### src/source/cpu_pkg.sv
`default_nettype none

package cpu_pkg;

    typedef logic [31:0] word_t;
    typedef logic [4:0]  reg_addr_t;
    typedef logic [3:0]  byte_sel_t;
    typedef logic [3:0]  stage_vec_t;

    // bit positions in stage_vec_t
    localparam int st_fetch   = 0;
    localparam int st_decode  = 1;
    localparam int st_execute = 2;
    localparam int st_memory  = 3;

    typedef enum logic [3:0] {
        alu_add, alu_sub, alu_and, alu_or, alu_xor,
        alu_slt, alu_sll, alu_srl, alu_lui
    } alu_op_t;

    // mem_none must stay zero, bubbles rely on it
    typedef enum logic [2:0] {
        mem_none, mem_lw, mem_lb, mem_sw, mem_sb
    } mem_op_t;

    ////////////////////////////////////////////////////////////
    // opcode and function fields
    localparam logic [5:0] op_special = 6'h00;
    localparam logic [5:0] op_j       = 6'h02;
    localparam logic [5:0] op_beq     = 6'h04;
    localparam logic [5:0] op_bne     = 6'h05;
    localparam logic [5:0] op_addiu   = 6'h09;
    localparam logic [5:0] op_andi    = 6'h0c;
    localparam logic [5:0] op_ori     = 6'h0d;
    localparam logic [5:0] op_lui     = 6'h0f;
    localparam logic [5:0] op_lb      = 6'h20;
    localparam logic [5:0] op_lw      = 6'h23;
    localparam logic [5:0] op_sb      = 6'h28;
    localparam logic [5:0] op_sw      = 6'h2b;

    localparam logic [5:0] fn_sll     = 6'h00;
    localparam logic [5:0] fn_srl     = 6'h02;
    localparam logic [5:0] fn_addu    = 6'h21;
    localparam logic [5:0] fn_subu    = 6'h23;
    localparam logic [5:0] fn_and     = 6'h24;
    localparam logic [5:0] fn_or      = 6'h25;
    localparam logic [5:0] fn_xor     = 6'h26;
    localparam logic [5:0] fn_slt     = 6'h2a;

    ////////////////////////////////////////////////////////////
    // stage payloads
    typedef struct packed {
        word_t     pc;
        word_t     a;
        word_t     b;
        word_t     store_data;
        alu_op_t   alu_op;
        mem_op_t   mem_op;
        reg_addr_t dest;
        logic      w_en;
    } id_ex_t;

    typedef struct packed {
        word_t     pc;
        word_t     result;
        word_t     store_data;
        mem_op_t   mem_op;
        reg_addr_t dest;
        logic      w_en;
    } ex_mem_t;

    typedef struct packed {
        word_t     pc;
        word_t     result;
        reg_addr_t dest;
        logic      w_en;
    } mem_wb_t;

endpackage

`default_nettype wire

### src/source/pipe_reg.sv
`default_nettype none

module pipe_reg #(
    parameter type payload_t = logic [31:0]
) (
    input  wire           clk,
    input  wire           arst_n,
    input  wire           stall,
    input  wire           bubble,
    input  wire payload_t d,
    output payload_t      q
);

    // an all-zero payload writes nothing and touches no memory
    always_ff @(posedge clk or negedge arst_n) begin
        if (!arst_n)
            q <= '0;
        else if (bubble)
            q <= '0;
        else if (!stall)
            q <= d;
    end

    assert property (@(posedge clk) disable iff (!arst_n) !(stall && bubble))
        else $error("pipeline register held and bubbled in one cycle");

endmodule

`default_nettype wire

### src/source/reg_file.sv
`default_nettype none

module reg_file import cpu_pkg::*; (
    input  wire            clk,
    input  wire            arst_n,
    input  wire reg_addr_t r_addr_1,
    input  wire reg_addr_t r_addr_2,
    input  wire reg_addr_t w_addr,
    input  wire word_t     w_data,
    input  wire            w_en,
    output word_t          r_data_1,
    output word_t          r_data_2
);

    word_t regs [32];

    always_ff @(posedge clk or negedge arst_n) begin
        if (!arst_n) begin
            for (int i = 0; i < 32; i++)
                regs[i] <= '0;
        end else if (w_en && w_addr != '0) begin
            regs[w_addr] <= w_data;
        end
    end

    // write-first bypass, r0 hardwired to zero
    assign r_data_1 = (r_addr_1 == '0) ? '0 :
                      (w_en && w_addr == r_addr_1) ? w_data : regs[r_addr_1];
    assign r_data_2 = (r_addr_2 == '0) ? '0 :
                      (w_en && w_addr == r_addr_2) ? w_data : regs[r_addr_2];

endmodule

`default_nettype wire

### src/source/fetch_unit.sv
`default_nettype none

module fetch_unit import cpu_pkg::*; #(
    parameter word_t reset_pc = 32'hbfc0_0000
) (
    input  wire             clk,
    input  wire             arst_n,
    input  wire word_t      inst,
    input  wire             fetch_available,
    input  wire             branch_taken,
    input  wire word_t      branch_target,
    input  wire stage_vec_t stall,
    input  wire stage_vec_t bubble,
    output word_t           pc,
    output logic            fetch_en,
    output word_t           dec_pc,
    output word_t           dec_inst,
    output logic            dec_valid
);

    logic  run;
    logic  take;
    logic  redirect_now;
    logic  redirect_pending;
    word_t pending_target;

    assign fetch_en     = run && !stall[st_decode];
    assign take         = fetch_en && fetch_available;
    // branch in decode only counts once decode moves on
    assign redirect_now = branch_taken && !stall[st_decode];

    always_ff @(posedge clk or negedge arst_n) begin
        if (!arst_n) begin
            run              <= 1'b0;
            pc               <= reset_pc;
            redirect_pending <= 1'b0;
        end else begin
            run <= 1'b1;
            if (take) begin
                // the word taken now is the delay slot when a redirect is due
                if (redirect_now)
                    pc <= branch_target;
                else if (redirect_pending)
                    pc <= pending_target;
                else
                    pc <= pc + 32'd4;
                redirect_pending <= 1'b0;
            end else if (redirect_now) begin
                redirect_pending <= 1'b1;
            end
        end
    end

    // held until the delay slot arrives
    always_ff @(posedge clk) begin
        if (redirect_now)
            pending_target <= branch_target;
    end

    always_ff @(posedge clk or negedge arst_n) begin
        if (!arst_n)
            dec_valid <= 1'b0;
        else if (!stall[st_decode])
            dec_valid <= take && !bubble[st_decode];
    end

    always_ff @(posedge clk) begin
        if (!stall[st_decode]) begin
            dec_pc   <= pc;
            dec_inst <= inst;
        end
    end

    assert property (@(posedge clk) disable iff (!arst_n) pc[1:0] == 2'b00)
        else $error("fetch pc %h not word aligned", pc);

endmodule

`default_nettype wire

### src/source/decode_unit.sv
`default_nettype none

module decode_unit import cpu_pkg::*; (
    input  wire word_t   dec_pc,
    input  wire word_t   dec_inst,
    input  wire          dec_valid,
    output reg_addr_t    r_addr_1,
    output reg_addr_t    r_addr_2,
    input  wire word_t   r_data_1,
    input  wire word_t   r_data_2,
    input  wire ex_mem_t ex_fwd,
    input  wire mem_wb_t mem_fwd,
    input  wire mem_wb_t wb_fwd,
    input  wire          ex_is_load,
    output id_ex_t       id_ex,
    output logic         branch_taken,
    output word_t        branch_target,
    output logic         load_use_req
);

    logic [5:0] op;
    logic [5:0] funct;
    reg_addr_t  rs;
    reg_addr_t  rt;
    word_t      imm_sext;
    word_t      imm_zext;
    word_t      pc_plus4;
    word_t      rs_val;
    word_t      rt_val;
    logic       uses_rs;
    logic       uses_rt;
    logic       writes;
    logic       branch_cond;

    assign op       = dec_inst[31:26];
    assign funct    = dec_inst[5:0];
    assign rs       = dec_inst[25:21];
    assign rt       = dec_inst[20:16];
    assign imm_sext = {{16{dec_inst[15]}}, dec_inst[15:0]};
    assign imm_zext = {16'h0000, dec_inst[15:0]};
    assign pc_plus4 = dec_pc + 32'd4;
    assign r_addr_1 = rs;
    assign r_addr_2 = rt;

    // youngest producer first; w_en is never set for r0
    function automatic word_t forward(reg_addr_t r, word_t rf_val);
        if (ex_fwd.w_en && ex_fwd.dest == r)
            return ex_fwd.result;
        if (mem_fwd.w_en && mem_fwd.dest == r)
            return mem_fwd.result;
        if (wb_fwd.w_en && wb_fwd.dest == r)
            return wb_fwd.result;
        return rf_val;
    endfunction

    always_comb begin
        rs_val = forward(rs, r_data_1);
        rt_val = forward(rt, r_data_2);
    end

    always_comb begin
        id_ex            = '0;
        id_ex.pc         = dec_pc;
        id_ex.a          = rs_val;
        id_ex.b          = rt_val;
        id_ex.store_data = rt_val;
        id_ex.dest       = dec_inst[15:11];
        uses_rs          = 1'b1;
        uses_rt          = 1'b0;
        writes           = 1'b0;
        branch_cond      = 1'b0;
        branch_target    = pc_plus4 + {imm_sext[29:0], 2'b00};
        case (op)
            op_special: begin
                uses_rt = 1'b1;
                writes  = 1'b1;
                case (funct)
                    fn_addu: id_ex.alu_op = alu_add;
                    fn_subu: id_ex.alu_op = alu_sub;
                    fn_and:  id_ex.alu_op = alu_and;
                    fn_or:   id_ex.alu_op = alu_or;
                    fn_xor:  id_ex.alu_op = alu_xor;
                    fn_slt:  id_ex.alu_op = alu_slt;
                    fn_sll, fn_srl: begin
                        // shift amount rides in operand a
                        id_ex.alu_op = (funct == fn_sll) ? alu_sll : alu_srl;
                        id_ex.a      = {27'd0, dec_inst[10:6]};
                        uses_rs      = 1'b0;
                    end
                    default: writes = 1'b0;
                endcase
            end
            op_addiu: begin
                id_ex.b    = imm_sext;
                id_ex.dest = rt;
                writes     = 1'b1;
            end
            op_andi, op_ori: begin
                id_ex.alu_op = (op == op_andi) ? alu_and : alu_or;
                id_ex.b      = imm_zext;
                id_ex.dest   = rt;
                writes       = 1'b1;
            end
            op_lui: begin
                id_ex.alu_op = alu_lui;
                id_ex.b      = imm_zext;
                id_ex.dest   = rt;
                writes       = 1'b1;
                uses_rs      = 1'b0;
            end
            op_lw, op_lb: begin
                id_ex.mem_op = (op == op_lw) ? mem_lw : mem_lb;
                id_ex.b      = imm_sext;
                id_ex.dest   = rt;
                writes       = 1'b1;
            end
            op_sw, op_sb: begin
                id_ex.mem_op = (op == op_sw) ? mem_sw : mem_sb;
                id_ex.b      = imm_sext;
                uses_rt      = 1'b1;
            end
            op_beq, op_bne: begin
                uses_rt     = 1'b1;
                branch_cond = (rs_val == rt_val) == (op == op_beq);
            end
            op_j: begin
                uses_rs       = 1'b0;
                branch_cond   = 1'b1;
                branch_target = {pc_plus4[31:28], dec_inst[25:0], 2'b00};
            end
            default: uses_rs = 1'b0;
        endcase
        id_ex.w_en = dec_valid && writes && id_ex.dest != '0;
        if (!dec_valid)
            id_ex.mem_op = mem_none;
        branch_taken = dec_valid && branch_cond;
        // loaded value only exists one stage later
        load_use_req = dec_valid && ex_is_load && ex_fwd.w_en &&
                       ((uses_rs && ex_fwd.dest == rs) || (uses_rt && ex_fwd.dest == rt));
    end

endmodule

`default_nettype wire

### src/source/execute_unit.sv
`default_nettype none

module execute_unit import cpu_pkg::*; (
    input  wire id_ex_t id_ex,
    output ex_mem_t     ex_mem,
    output logic        ex_is_load
);

    word_t result;

    // loads and stores use alu_add on base and offset
    always_comb begin
        case (id_ex.alu_op)
            alu_add: result = id_ex.a + id_ex.b;
            alu_sub: result = id_ex.a - id_ex.b;
            alu_and: result = id_ex.a & id_ex.b;
            alu_or:  result = id_ex.a | id_ex.b;
            alu_xor: result = id_ex.a ^ id_ex.b;
            alu_slt: result = {31'd0, $signed(id_ex.a) < $signed(id_ex.b)};
            alu_sll: result = id_ex.b << id_ex.a[4:0];
            alu_srl: result = id_ex.b >> id_ex.a[4:0];
            alu_lui: result = {id_ex.b[15:0], 16'h0000};
            default: result = id_ex.a + id_ex.b;
        endcase
    end

    always_comb begin
        ex_mem.pc         = id_ex.pc;
        ex_mem.result     = result;
        ex_mem.store_data = id_ex.store_data;
        ex_mem.mem_op     = id_ex.mem_op;
        ex_mem.dest       = id_ex.dest;
        ex_mem.w_en       = id_ex.w_en;
    end

    assign ex_is_load = id_ex.mem_op inside {mem_lw, mem_lb};

endmodule

`default_nettype wire

### src/source/mem_access.sv
`default_nettype none

module mem_access import cpu_pkg::*; (
    input  wire ex_mem_t ex_mem,
    input  wire word_t   mem_r_data,
    input  wire          mem_available,
    output logic         mem_r_en,
    output logic         mem_w_en,
    output word_t        mem_addr,
    output word_t        mem_w_data,
    output byte_sel_t    mem_sel,
    output mem_wb_t      mem_wb,
    output logic         mem_req
);

    logic       is_byte;
    logic [1:0] lane;
    logic [7:0] load_byte;

    assign lane     = ex_mem.result[1:0];
    assign is_byte  = ex_mem.mem_op inside {mem_lb, mem_sb};
    assign mem_r_en = ex_mem.mem_op inside {mem_lw, mem_lb};
    assign mem_w_en = ex_mem.mem_op inside {mem_sw, mem_sb};
    assign mem_addr = ex_mem.result;
    assign mem_sel  = is_byte ? byte_sel_t'(4'b0001 << lane) : 4'b1111;

    // byte stores put the byte on every lane, mem_sel picks one
    assign mem_w_data = is_byte ? {4{ex_mem.store_data[7:0]}} : ex_mem.store_data;

    // request held by the stall until memory answers
    assign mem_req   = (mem_r_en || mem_w_en) && !mem_available;
    assign load_byte = mem_r_data[8*lane +: 8];

    always_comb begin
        mem_wb.pc   = ex_mem.pc;
        mem_wb.dest = ex_mem.dest;
        mem_wb.w_en = ex_mem.w_en;
        case (ex_mem.mem_op)
            mem_lw:  mem_wb.result = mem_r_data;
            mem_lb:  mem_wb.result = {{24{load_byte[7]}}, load_byte};
            default: mem_wb.result = ex_mem.result;
        endcase
    end

    assert final (!(ex_mem.mem_op inside {mem_lw, mem_sw}) || lane == 2'b00)
        else $error("word access at %h not aligned", ex_mem.result);

endmodule

`default_nettype wire

### src/source/hazard_ctrl.sv
`default_nettype none

module hazard_ctrl import cpu_pkg::*; (
    input  wire        fetch_req,
    input  wire        load_use_req,
    input  wire        mem_req,
    output stage_vec_t stall,
    output stage_vec_t bubble
);

    stage_vec_t req;

    always_comb begin
        req              = '0;
        req[st_fetch]    = fetch_req;
        req[st_decode]   = load_use_req;
        req[st_memory]   = mem_req;
        // a request holds its own stage and all before it
        for (int i = 0; i < 4; i++)
            stall[i] = |(req >> i);
        // first moving stage behind a held one gets a bubble
        bubble = '0;
        for (int i = 1; i < 4; i++)
            bubble[i] = stall[i-1] && !stall[i];
    end

endmodule

`default_nettype wire

### src/source/cpu.sv
`default_nettype none

module cpu import cpu_pkg::*; #(
    parameter word_t reset_pc = 32'hbfc0_0000
) (
    input  wire        clk,
    input  wire        arst_n,
    input  wire word_t inst,
    input  wire        fetch_available,
    output word_t      pc,
    output logic       fetch_en,
    input  wire word_t mem_r_data,
    input  wire        mem_available,
    output logic       mem_r_en,
    output logic       mem_w_en,
    output word_t      mem_addr,
    output word_t      mem_w_data,
    output byte_sel_t  mem_sel,
    output word_t      pc_wb,
    output reg_addr_t  w_addr_wb,
    output word_t      w_data_wb,
    output logic       w_en_wb
);

    stage_vec_t stall;
    stage_vec_t bubble;
    logic       load_use_req;
    logic       mem_req;
    logic       branch_taken;
    word_t      branch_target;
    word_t      dec_pc;
    word_t      dec_inst;
    logic       dec_valid;
    reg_addr_t  r_addr_1;
    reg_addr_t  r_addr_2;
    word_t      r_data_1;
    word_t      r_data_2;
    logic       ex_is_load;
    id_ex_t     id_ex_d;
    id_ex_t     id_ex_q;
    ex_mem_t    ex_mem_d;
    ex_mem_t    ex_mem_q;
    mem_wb_t    mem_wb_d;
    mem_wb_t    mem_wb_q;

    // trace mirrors the register file write
    assign pc_wb     = mem_wb_q.pc;
    assign w_addr_wb = mem_wb_q.dest;
    assign w_data_wb = mem_wb_q.result;
    assign w_en_wb   = mem_wb_q.w_en;

    ////////////////////////////////////////////////////////////
    // fetch and decode
    fetch_unit #(.reset_pc(reset_pc)) fetch_i (
        .clk             (clk),
        .arst_n          (arst_n),
        .inst            (inst),
        .fetch_available (fetch_available),
        .branch_taken    (branch_taken),
        .branch_target   (branch_target),
        .stall           (stall),
        .bubble          (bubble),
        .pc              (pc),
        .fetch_en        (fetch_en),
        .dec_pc          (dec_pc),
        .dec_inst        (dec_inst),
        .dec_valid       (dec_valid)
    );

    decode_unit decode_i (
        .dec_pc        (dec_pc),
        .dec_inst      (dec_inst),
        .dec_valid     (dec_valid),
        .r_addr_1      (r_addr_1),
        .r_addr_2      (r_addr_2),
        .r_data_1      (r_data_1),
        .r_data_2      (r_data_2),
        .ex_fwd        (ex_mem_d),
        .mem_fwd       (mem_wb_d),
        .wb_fwd        (mem_wb_q),
        .ex_is_load    (ex_is_load),
        .id_ex         (id_ex_d),
        .branch_taken  (branch_taken),
        .branch_target (branch_target),
        .load_use_req  (load_use_req)
    );

    reg_file reg_file_i (
        .clk      (clk),
        .arst_n   (arst_n),
        .r_addr_1 (r_addr_1),
        .r_addr_2 (r_addr_2),
        .w_addr   (mem_wb_q.dest),
        .w_data   (mem_wb_q.result),
        .w_en     (mem_wb_q.w_en),
        .r_data_1 (r_data_1),
        .r_data_2 (r_data_2)
    );

    pipe_reg #(.payload_t(id_ex_t)) id_ex_reg_i (
        .clk    (clk),
        .arst_n (arst_n),
        .stall  (stall[st_execute]),
        .bubble (bubble[st_execute]),
        .d      (id_ex_d),
        .q      (id_ex_q)
    );

    ////////////////////////////////////////////////////////////
    // execute, memory, write-back
    execute_unit execute_i (
        .id_ex      (id_ex_q),
        .ex_mem     (ex_mem_d),
        .ex_is_load (ex_is_load)
    );

    pipe_reg #(.payload_t(ex_mem_t)) ex_mem_reg_i (
        .clk    (clk),
        .arst_n (arst_n),
        .stall  (stall[st_memory]),
        .bubble (bubble[st_memory]),
        .d      (ex_mem_d),
        .q      (ex_mem_q)
    );

    mem_access mem_access_i (
        .ex_mem        (ex_mem_q),
        .mem_r_data    (mem_r_data),
        .mem_available (mem_available),
        .mem_r_en      (mem_r_en),
        .mem_w_en      (mem_w_en),
        .mem_addr      (mem_addr),
        .mem_w_data    (mem_w_data),
        .mem_sel       (mem_sel),
        .mem_wb        (mem_wb_d),
        .mem_req       (mem_req)
    );

    // write-back never stalls, it takes a bubble while memory waits
    pipe_reg #(.payload_t(mem_wb_t)) mem_wb_reg_i (
        .clk    (clk),
        .arst_n (arst_n),
        .stall  (1'b0),
        .bubble (stall[st_memory]),
        .d      (mem_wb_d),
        .q      (mem_wb_q)
    );

    hazard_ctrl hazard_i (
        .fetch_req    (fetch_en && !fetch_available),
        .load_use_req (load_use_req),
        .mem_req      (mem_req),
        .stall        (stall),
        .bubble       (bubble)
    );

endmodule

`default_nettype wire

### config.mk
export PLATFORM = sky130hd
export DESIGN_NAME = cpu
export DESIGN_NICKNAME = d
export VERILOG_FILES = /design/src/source/cpu_pkg.sv /design/src/source/pipe_reg.sv /design/src/source/reg_file.sv /design/src/source/fetch_unit.sv /design/src/source/decode_unit.sv /design/src/source/execute_unit.sv /design/src/source/mem_access.sv /design/src/source/hazard_ctrl.sv /design/src/source/cpu.sv
export SDC_FILE = /design/constraint.sdc
export NUM_CORES = 2
export LEC_CHECK = 0
export BUFFER_PORTS_ARGS = -buffer_cell sky130_fd_sc_hd__buf_2
export CORE_UTILIZATION = 35
export CTS_CLUSTER_DIAMETER = 60
export DETAILED_ROUTE_END_ITERATION = 8
export MAX_ROUTING_LAYER = met4
export PLACE_DENSITY_LB_ADDON = 0.1
export SLEW_MARGIN = 20
export SYNTH_ARGS = -nofsm -noshare
export SYNTH_HDL_FRONTEND = slang
export SYNTH_SLANG_ARGS = --single-unit
### constraint.sdc
create_clock -name clk -period 8.2 [get_ports clk]
set_input_delay 0.82 -clock clk [delete_from_list [all_inputs] [get_ports clk]]
set_output_delay 0.82 -clock clk [all_outputs]
set_load 0.05 [all_outputs]
; ---- Word-level counts from Yosys, hierarchy flattened
; Cells that the tools add are included.
[classes]
mul = 0
div_mod_pow = 0
mux = 67
n_addsub = 5
shift = 4
order_cmp = 5
n_reduce_logical = 55
bitwise = 6
eq_ne = 41
[ops]
columns = op, n
row1 = $bwmux 1024, 1
row2 = $mux 32, 27
row3 = $bmux 32 s5, 2
row4 = $mux 141, 2
row5 = $pmux 32 s8, 1
row6 = $demux 32 s5, 1
row7 = $pmux 32 s2, 2
row8 = $mux 70, 1
row9 = $add 32x3->32 const B, 2
row10 = $add 32x32->32, 2
row11 = $eq 6x6->1 const B, 10
row12 = $and 32x32->32, 1
row13 = $eq 32x32->1, 1
row14 = $lt 32x32->1, 1
row15 = $or 32x32->32, 1
row16 = $shiftx 32x6->8, 1
row17 = $shl 32x5->32, 1
row18 = $shr 32x5->32, 1
row19 = $sub 32x32->32, 1
row20 = $xor 32x32->32, 1
row21 = $eq 5x5->1, 6
row22 = $eq 6x4->1 const B, 4
row23 = $logic_and 1x1->1, 24
row24 = $pmux 4 s6, 1
row25 = other kinds (35), 88
[word_totals]
mem_count = 0
output_inout_bits = 173
ramBits = 0
wordCells = 240
rom_bits = 0
latch_bits = 0
in_bits = 68
reg_bits = 1471

; ---- Logic depth before layout (Yosys ltp)
[logic_depth]
ltp_word = 16
ltp_mapped = 25
depth_no_buf = 22

; ---- Cells and area by module
; Synthesis repeated with hierarchy kept, for this count alone.
[hier_totals]
hier_cells = 7617
hier_area_um2 = 90165.2
[by_module_without_submodules]
columns = module, n_inst, area_each_um2, seq_area_each_um2, cells_per_inst
row1 = reg_file, 1, 54588.6, 25624.6, 3720
row2 = execute_unit, 1, 9009.9, 0.0, 1298
row3 = decode_unit, 1, 6357.3, 0.0, 915
row4 = pipe_reg (id_ex_reg_i), 1, 5726.7, 3528.4, 455
row5 = fetch_unit, 1, 5303.8, 3769.9, 388
row6 = pipe_reg (ex_mem_reg_i), 1, 4281.6, 2627.5, 339
row7 = pipe_reg (mem_wb_reg_i), 1, 2862.7, 1751.7, 226
row8 = mem_access, 1, 1956.9, 0.0, 265
row9 = hazard_ctrl, 1, 60.1, 0.0, 9
row10 = cpu, 1, 17.5, 0.0, 2

; ---- Worst setup path after synthesis
; No wires, ideal clock.
[synth_path]
path_kind = register -> register
startpoint = register id_ex_reg_i.q[80] in the netlist's numbering
endpoint = register fetch_i.pending_target[0], enable pin
n_path_buf = 5
period_less_slack_ns = 6.664
path_slack_ns = 1.536
required_time_ns = 7.813
arrival_time_ns = 6.276
path_stages_with_launch = 24
setup_ns = 0.387
cell_sequence = dfrtp_1 buf_2 clkinv_1 clkbuf_1 clkbuf_1 clkbuf_1 ha_1 clkbuf_1 nor2_1 o311ai_1 a311oi_1 o2111ai_1 a2111o_1 and3_1 o31ai_1 a31oi_1 o21ai_0 a21oi_1 o31ai_1 xor2_1 nor4_4 mux2i_2 nor2_8 inv_1
[synth_between]
elab_chain_cells = 13
elab_cells_between_ends = 26
classes_between = 2 x add/sub / 1 x order compare / 2 x eq/ne / 2 x shift / 14 x mux / 3 x bitwise / 2 x reduce/logical
[synth_lines]
columns = item, line_no
row1 = from (decl), pipe_reg.sv:11  ; output payload_t q
row2 = from (signal assigned), pipe_reg.sv:17  ; q <= '0;
row3 = from (signal assigned), pipe_reg.sv:19  ; q <= '0;
row4 = from (signal assigned), pipe_reg.sv:21  ; q <= d;
row5 = $add 32x32->32 (tied with other cells), "execute_unit.sv:14, execute_unit.sv:23"
row6 = $pmux 32 s8 (*), execute_unit.sv:13  ; case (id_ex.alu_op)
row7 = $mux 32, decode_unit.sv:47  ; if (ex_fwd.w_en && ex_fwd.dest == r)
row8 = $mux 32, decode_unit.sv:49  ; if (mem_fwd.w_en && mem_fwd.dest == r)
row9 = $mux 32, decode_unit.sv:51  ; if (wb_fwd.w_en && wb_fwd.dest == r)
row10 = $mux 32, decode_unit.sv:53  ; return rf_val;
row11 = $mux 32, decode_unit.sv:51
row12 = $mux 32, decode_unit.sv:49
row13 = $eq 32x32->1 (*), decode_unit.sv:124  ; branch_cond = (rs_val == rt_val) == (op == op_beq);
row14 = $eq 1x1->1 (*), decode_unit.sv:124
row15 = $pmux 1 s2 (*), decode_unit.sv:73  ; case (op)
row16 = $logic_and 1x1->1 (*), decode_unit.sv:136  ; branch_taken = dec_valid && branch_cond;
row17 = $logic_and 1x1->1 (*), fetch_unit.sv:30  ; assign redirect_now = branch_taken && !stall[st_decode];
row18 = via fetch_i.redirect_now, fetch_unit.sv:23  ; logic redirect_now;
row19 = to (signal assigned), fetch_unit.sv:57  ; pending_target <= branch_target;
row20 = to (decl), fetch_unit.sv:25  ; word_t pending_target;
; Mark *: on every way through the listed nets, which the timed path passes. The rest lies on a longest branch. The select of a mux whose other input is x is not followed.
; A chain may end at the register's enable or synchronous reset.

; ---- Worst setup path in the final report
[layout_path]
startpoint = register id_ex_reg_i.q[78] in the netlist's numbering
endpoint = register fetch_i.pending_target[26], enable pin
; The elaborated chain is that of the path after synthesis.

==> impl_metrics.prom <==
# TYPE chip_impl_metric gauge
chip_impl_info{name="run_status",value="finished with violations"} 1
chip_impl_metric{name="post_cts_resize_count",unit=""} 0
chip_impl_info{name="cts_tree",value="built"} 1
chip_impl_info{name="timing.rr.start",value="id_ex_reg_i.q[78]"} 1
chip_impl_metric{name="synthDistinctLibCells",unit=""} 100
chip_impl_metric{name="finalWeightedCongestion",unit=""} 0.9972
chip_impl_metric{name="remaining_drc_errors",unit=""} 0
chip_impl_info{name="worstSetupStartpoint",value="id_ex_reg_i.q[78]"} 1
chip_impl_metric{name="leakage",unit="nW"} 43.88
chip_impl_info{name="timing.setup.critical_path_class",value="reg2reg"} 1
chip_impl_info{name="cp_top_family",value="compound AO/OA/AOI/OAI gates"} 1
chip_impl_info{name="critPathSlowestCell",value="o21ai_0"} 1
chip_impl_metric{name="clock_path_buffers",unit=""} 3
chip_impl_metric{name="arrival",unit="ps"} 8870
chip_impl_info{name="mostFrequentLayoutCells",value="dfrtp_1 (1,358), mux2_2 (935), nand2_1 (779), mux4_2 (611), nor2_1 (383)"} 1
chip_impl_metric{name="synth_fa_ha_area_frac",unit=""} 0.01886
chip_impl_metric{name="chipWidth",unit="um"} 501.8
chip_impl_metric{name="max_slew_margin",unit=""} 0.1323
chip_impl_metric{name="total_length_of_routed_met3_wires",unit="um"} 30670
chip_impl_info{name="rr_endpoint",value="fetch_i.pending_target[26]"} 1
chip_impl_metric{name="ios",unit=""} 241
chip_impl_metric{name="final.period_utilization",unit=""} 1.013
chip_impl_info{name="cp-start-kind",value="flop"} 1
chip_impl_metric{name="final_layout_size_suffix_gt1_frac",unit=""} 0.3289
chip_impl_metric{name="clkLatencyLatePin",unit="ps"} 880
chip_impl_metric{name="clk_pin_slew",unit="ps"} 60
chip_impl_metric{name="finalPower",unit="W"} 0.02241
chip_impl_metric{name="routed_wl",unit="um"} 397200
chip_impl_metric{name="grt_util_all_layers",unit=""} 0.3223
chip_impl_metric{name="synth_mux_area_frac",unit=""} 0.2919
chip_impl_metric{name="grt_pass1_wl",unit="um"} 557100
chip_impl_metric{name="finalCoreUtilization",unit=""} 0.3993
chip_impl_info{name="dominant_combinational_cell_family_by_area_after_synthesis",value="multiplexers"} 1
chip_impl_metric{name="max-cap-violations",unit=""} 0
chip_impl_info{name="endpoint_kind",value="flop"} 1
chip_impl_metric{name="holdPathStages",unit=""} 1
chip_impl_metric{name="hold_viol_final",unit=""} 0
chip_impl_info{name="violations",value="setup timing"} 1
chip_impl_metric{name="synth_enable_flop_cells",unit=""} 96
chip_impl_metric{name="ff2ff_setup_slack",unit="ps"} -110
chip_impl_metric{name="final_antenna_net_count",unit=""} 0
chip_impl_metric{name="fp.dieArea",unit="um2"} 251800
chip_impl_metric{name="cp_slowest_stage_delay",unit="ps"} 970
chip_impl_metric{name="detailedPlacementHpwl",unit="um"} 269400
chip_impl_metric{name="placementRows",unit=""} 183
chip_impl_info{name="commonest_non_fill_non_tap_cell_in_the_layout",value="dfrtp_1"} 1
chip_impl_metric{name="mappedNetlistNets",unit=""} 7770
chip_impl_info{name="clk_root_buffer_cell",value="clkbuf_16"} 1
chip_impl_metric{name="yosys_warnings",unit=""} 0
chip_impl_info{name="yosys.area.top_type",value="dfrtp_1"} 1
chip_impl_metric{name="peak_supply_drop",unit="V"} 0.0002450
chip_impl_info{name="dr.max_layer_used",value="met4"} 1
chip_impl_metric{name="worstPathBufferInverterCount",unit=""} 6
chip_impl_metric{name="vias_per_cell",unit=""} 6.222
chip_impl_metric{name="gr_overflow_total",unit=""} 0
chip_impl_metric{name="cts_made_buffers",unit=""} 186
chip_impl_metric{name="maxSlewViolCount",unit=""} 0
chip_impl_metric{name="achievable-frequency",unit="MHz"} 120.4
chip_impl_metric{name="place.port_buffers",unit=""} 240
chip_impl_metric{name="timing.clock.skew",unit="ps"} 49.17
chip_impl_metric{name="sum_of_routed_wire_segments_on_met1",unit="um"} 165900
chip_impl_metric{name="postPlaceCellArea",unit="um2"} 92470
chip_impl_metric{name="yosysSeqAreaShare",unit=""} 0.4267
chip_impl_metric{name="finalSetupViolations",unit=""} 58
chip_impl_metric{name="grt_max_degree",unit=""} 159
chip_impl_info{name="setup_repair_after_global_routing_missed_its_margin",value="no"} 1
chip_impl_metric{name="design.core.area",unit="um2"} 248400
chip_impl_metric{name="synth-simple-area-share",unit=""} 0.09504
chip_impl_metric{name="final.hold.worst_slack",unit="ps"} 120.0
chip_impl_metric{name="die_h",unit="um"} 501.8
chip_impl_metric{name="wl_met2",unit="um"} 179200
chip_impl_metric{name="detailedPlace.worstSlack",unit="ps"} 241.4
chip_impl_metric{name="number_of_antenna_violations_at_the_first_check_in_global_routing",unit=""} 31
chip_impl_metric{name="initial_utilization",unit=""} 0.3519
chip_impl_info{name="crit_top_cell",value="buf_4"} 1
chip_impl_metric{name="wire_per_inst",unit="um"} 35.91
chip_impl_info{name="synth.area.top_cells",value="dfrtp_1 (39%), mux4_2 (16%), mux2_2 (12%), nand2_1 (3.4%), edfxtp_1 (3.3%)"} 1
chip_impl_metric{name="layout.cell_area.non_filler",unit="um2"} 99200
chip_impl_metric{name="synth_largest_type_area_fraction",unit=""} 0.3910
chip_impl_metric{name="syn2layout_area_growth",unit="%"} 13.46
chip_impl_metric{name="ys_ff_latch",unit=""} 1471
chip_impl_metric{name="xor_xnor_share_of_the_synthesized_area",unit=""} 0.01473
chip_impl_info{name="worstPathCellList",value="buf_4 -> buf_4 -> mux4_2 -> inv_1 -> o21ai_0 -> a221oi_1 -> a32oi_1 -> nand2_1 -> a21oi_1 -> a22oi_1 -> xor2_1 -> or4_1 -> nor4_2 -> nand4_1 -> nor4_4 -> buf_4 -> mux2i_2 -> nor2_8 -> inv_1 -> buf_12"} 1
chip_impl_metric{name="layout_setup_ws",unit="ps"} -108.0
chip_impl_metric{name="crit_required",unit="ps"} 8760
chip_impl_metric{name="detailedRoute.firstPassIterationCount",unit=""} 6
chip_impl_metric{name="period_minus_slack",unit="ps"} 8308
chip_impl_metric{name="syn_inst",unit=""} 7572
chip_impl_info{name="min_delay_worst_endpoint",value="fetch_i.dec_inst[19]"} 1
chip_impl_info{name="synth-main-ff-cell",value="dfrtp_1"} 1
chip_impl_metric{name="cts_max_level",unit=""} 4
chip_impl_metric{name="syn_avg_cell_area",unit="um2"} 11.55
chip_impl_metric{name="worstPathMaxFanout",unit=""} 36
chip_impl_metric{name="synth_compound_gate_area_share",unit=""} 0.1091
chip_impl_metric{name="synth-async-reset-ratio",unit=""} 0.9347
chip_impl_info{name="timing.hold.worst.class",value="in2reg"} 1
chip_impl_info{name="timing.hold.worst.start",value="inst[19]"} 1
chip_impl_metric{name="clock_sinks",unit=""} 1471
chip_impl_metric{name="final_nets",unit=""} 7757
chip_impl_metric{name="syn_area",unit="um2"} 87430
chip_impl_metric{name="reg2regPathDepth",unit=""} 20
chip_impl_metric{name="vias_in_the_first_global_route",unit=""} 67620
chip_impl_metric{name="via_count",unit=""} 68820
chip_impl_metric{name="slew_at_the_pin_closest_to_its_max_slew_limit",unit="ps"} 1290
chip_impl_metric{name="power.density_cell_area",unit="nW/um2"} 225.9
chip_impl_metric{name="detailedRoute.firstIterationViolations",unit=""} 7659
## synthesized netlist by cell type, types with 96 or more instances
library cell	instances
nand2_1	795
a21oi_1	301
nand3_1	119
ha_1	127
dfrtp_1	1366
mux4_2	611
o22ai_1	111
and2_1	97
clkbuf_1	503
nor2_1	403
mux2i_1	122
edfxtp_1	96
inv_1	129
mux2_2	935
o21ai_0	384
## worst max-delay path by stage
| stage | end | depth (start not counted) |
|---|---|---|
| 6_report | fetch_i.pending_target[26] | 20 |
| 5_1_grt | fetch_i.pending_target[24] | 20 |
| 2_1_floorplan | fetch_i.pending_target[0] | 23 |
| 3_5_place_dp | fetch_i.pending_target[29] | 20 |
| 4_1_cts | fetch_i.pending_target[29] | 20 |
| 3_3_place_gp | fetch_i.pending_target[28] | 20 |
## routing by layer
metal | track usage | up-vias
met5 | - | -
met4 | 0.1490 | 0
met3 | 0.06096 | 760
met2 | 0.4814 | 3207
met1 | 0.4225 | 36610
li1 | - | 28250
## state kept, by name (all words and copies together) (netlist names)
signal and flops:
fetch_i.redirect_pending 1, fetch_i.run 1, mem_wb_reg_i.q 70, fetch_i.pending_target 32, id_ex_reg_i.q 141, fetch_i.dec_inst 32
fetch_i.dec_pc 32, reg_file_i.regs 1024, ex_mem_reg_i.q 105, fetch_i.pc 32, fetch_i.dec_valid 1
## area by class of cell
| type | instances | area [um2] |
|---|---|---|
| Antenna cell | 15 | 37.54 |
| Clock buffer | 263 | 5490 |
| Clock inverter | 83 | 1175 |
| Fill cell | 23800 | 149200 |
| Inverter | 136 | 513.0 |
| Multi-Input combinational cell | 5227 | 46660 |
| Sequential cell | 1471 | 37310 |
| Tap cell | 3330 | 4167 |
| Timing Repair Buffer | 537 | 3839 |
## what timing repair did
action	in CTS	in global routing
hold buffers	1	0
buffers inserted	0	0
endpoints found under the hold margin	1	0
## metrics by stage
step / instances / TNS, ps
after floorplan: 7572 / 0
after global placement: 10700 / 0
after detailed placement: 10700 / 0
after CTS: 11050 / 0
after global routing: 11060 / 0
final: 11060 / -3077
## cells by family (layout without fill, tap and decap cells)
| family | count (synthesis) | in the layout |
|---|---|---|
| compound gates | 1459 | 1459 |
| xor+xnor | 147 | 147 |
| fa+ha+maj | 130 | 130 |
| buf+inv | 874 | 1019 |
| flops | 1471 | 1471 |
| mux | 1669 | 1669 |
| other cells | 1 | 16 |
| simple gates | 1821 | 1821 |
## report_power, final
group	switching, W	internal [W]	leakage, nW
Sequential	0.000654	0.00788	19.8
Combinational	0.00345	0.00152	20.8
Clock	0.00351	0.00540	3.27
Power figures use the tool's default switching activity.
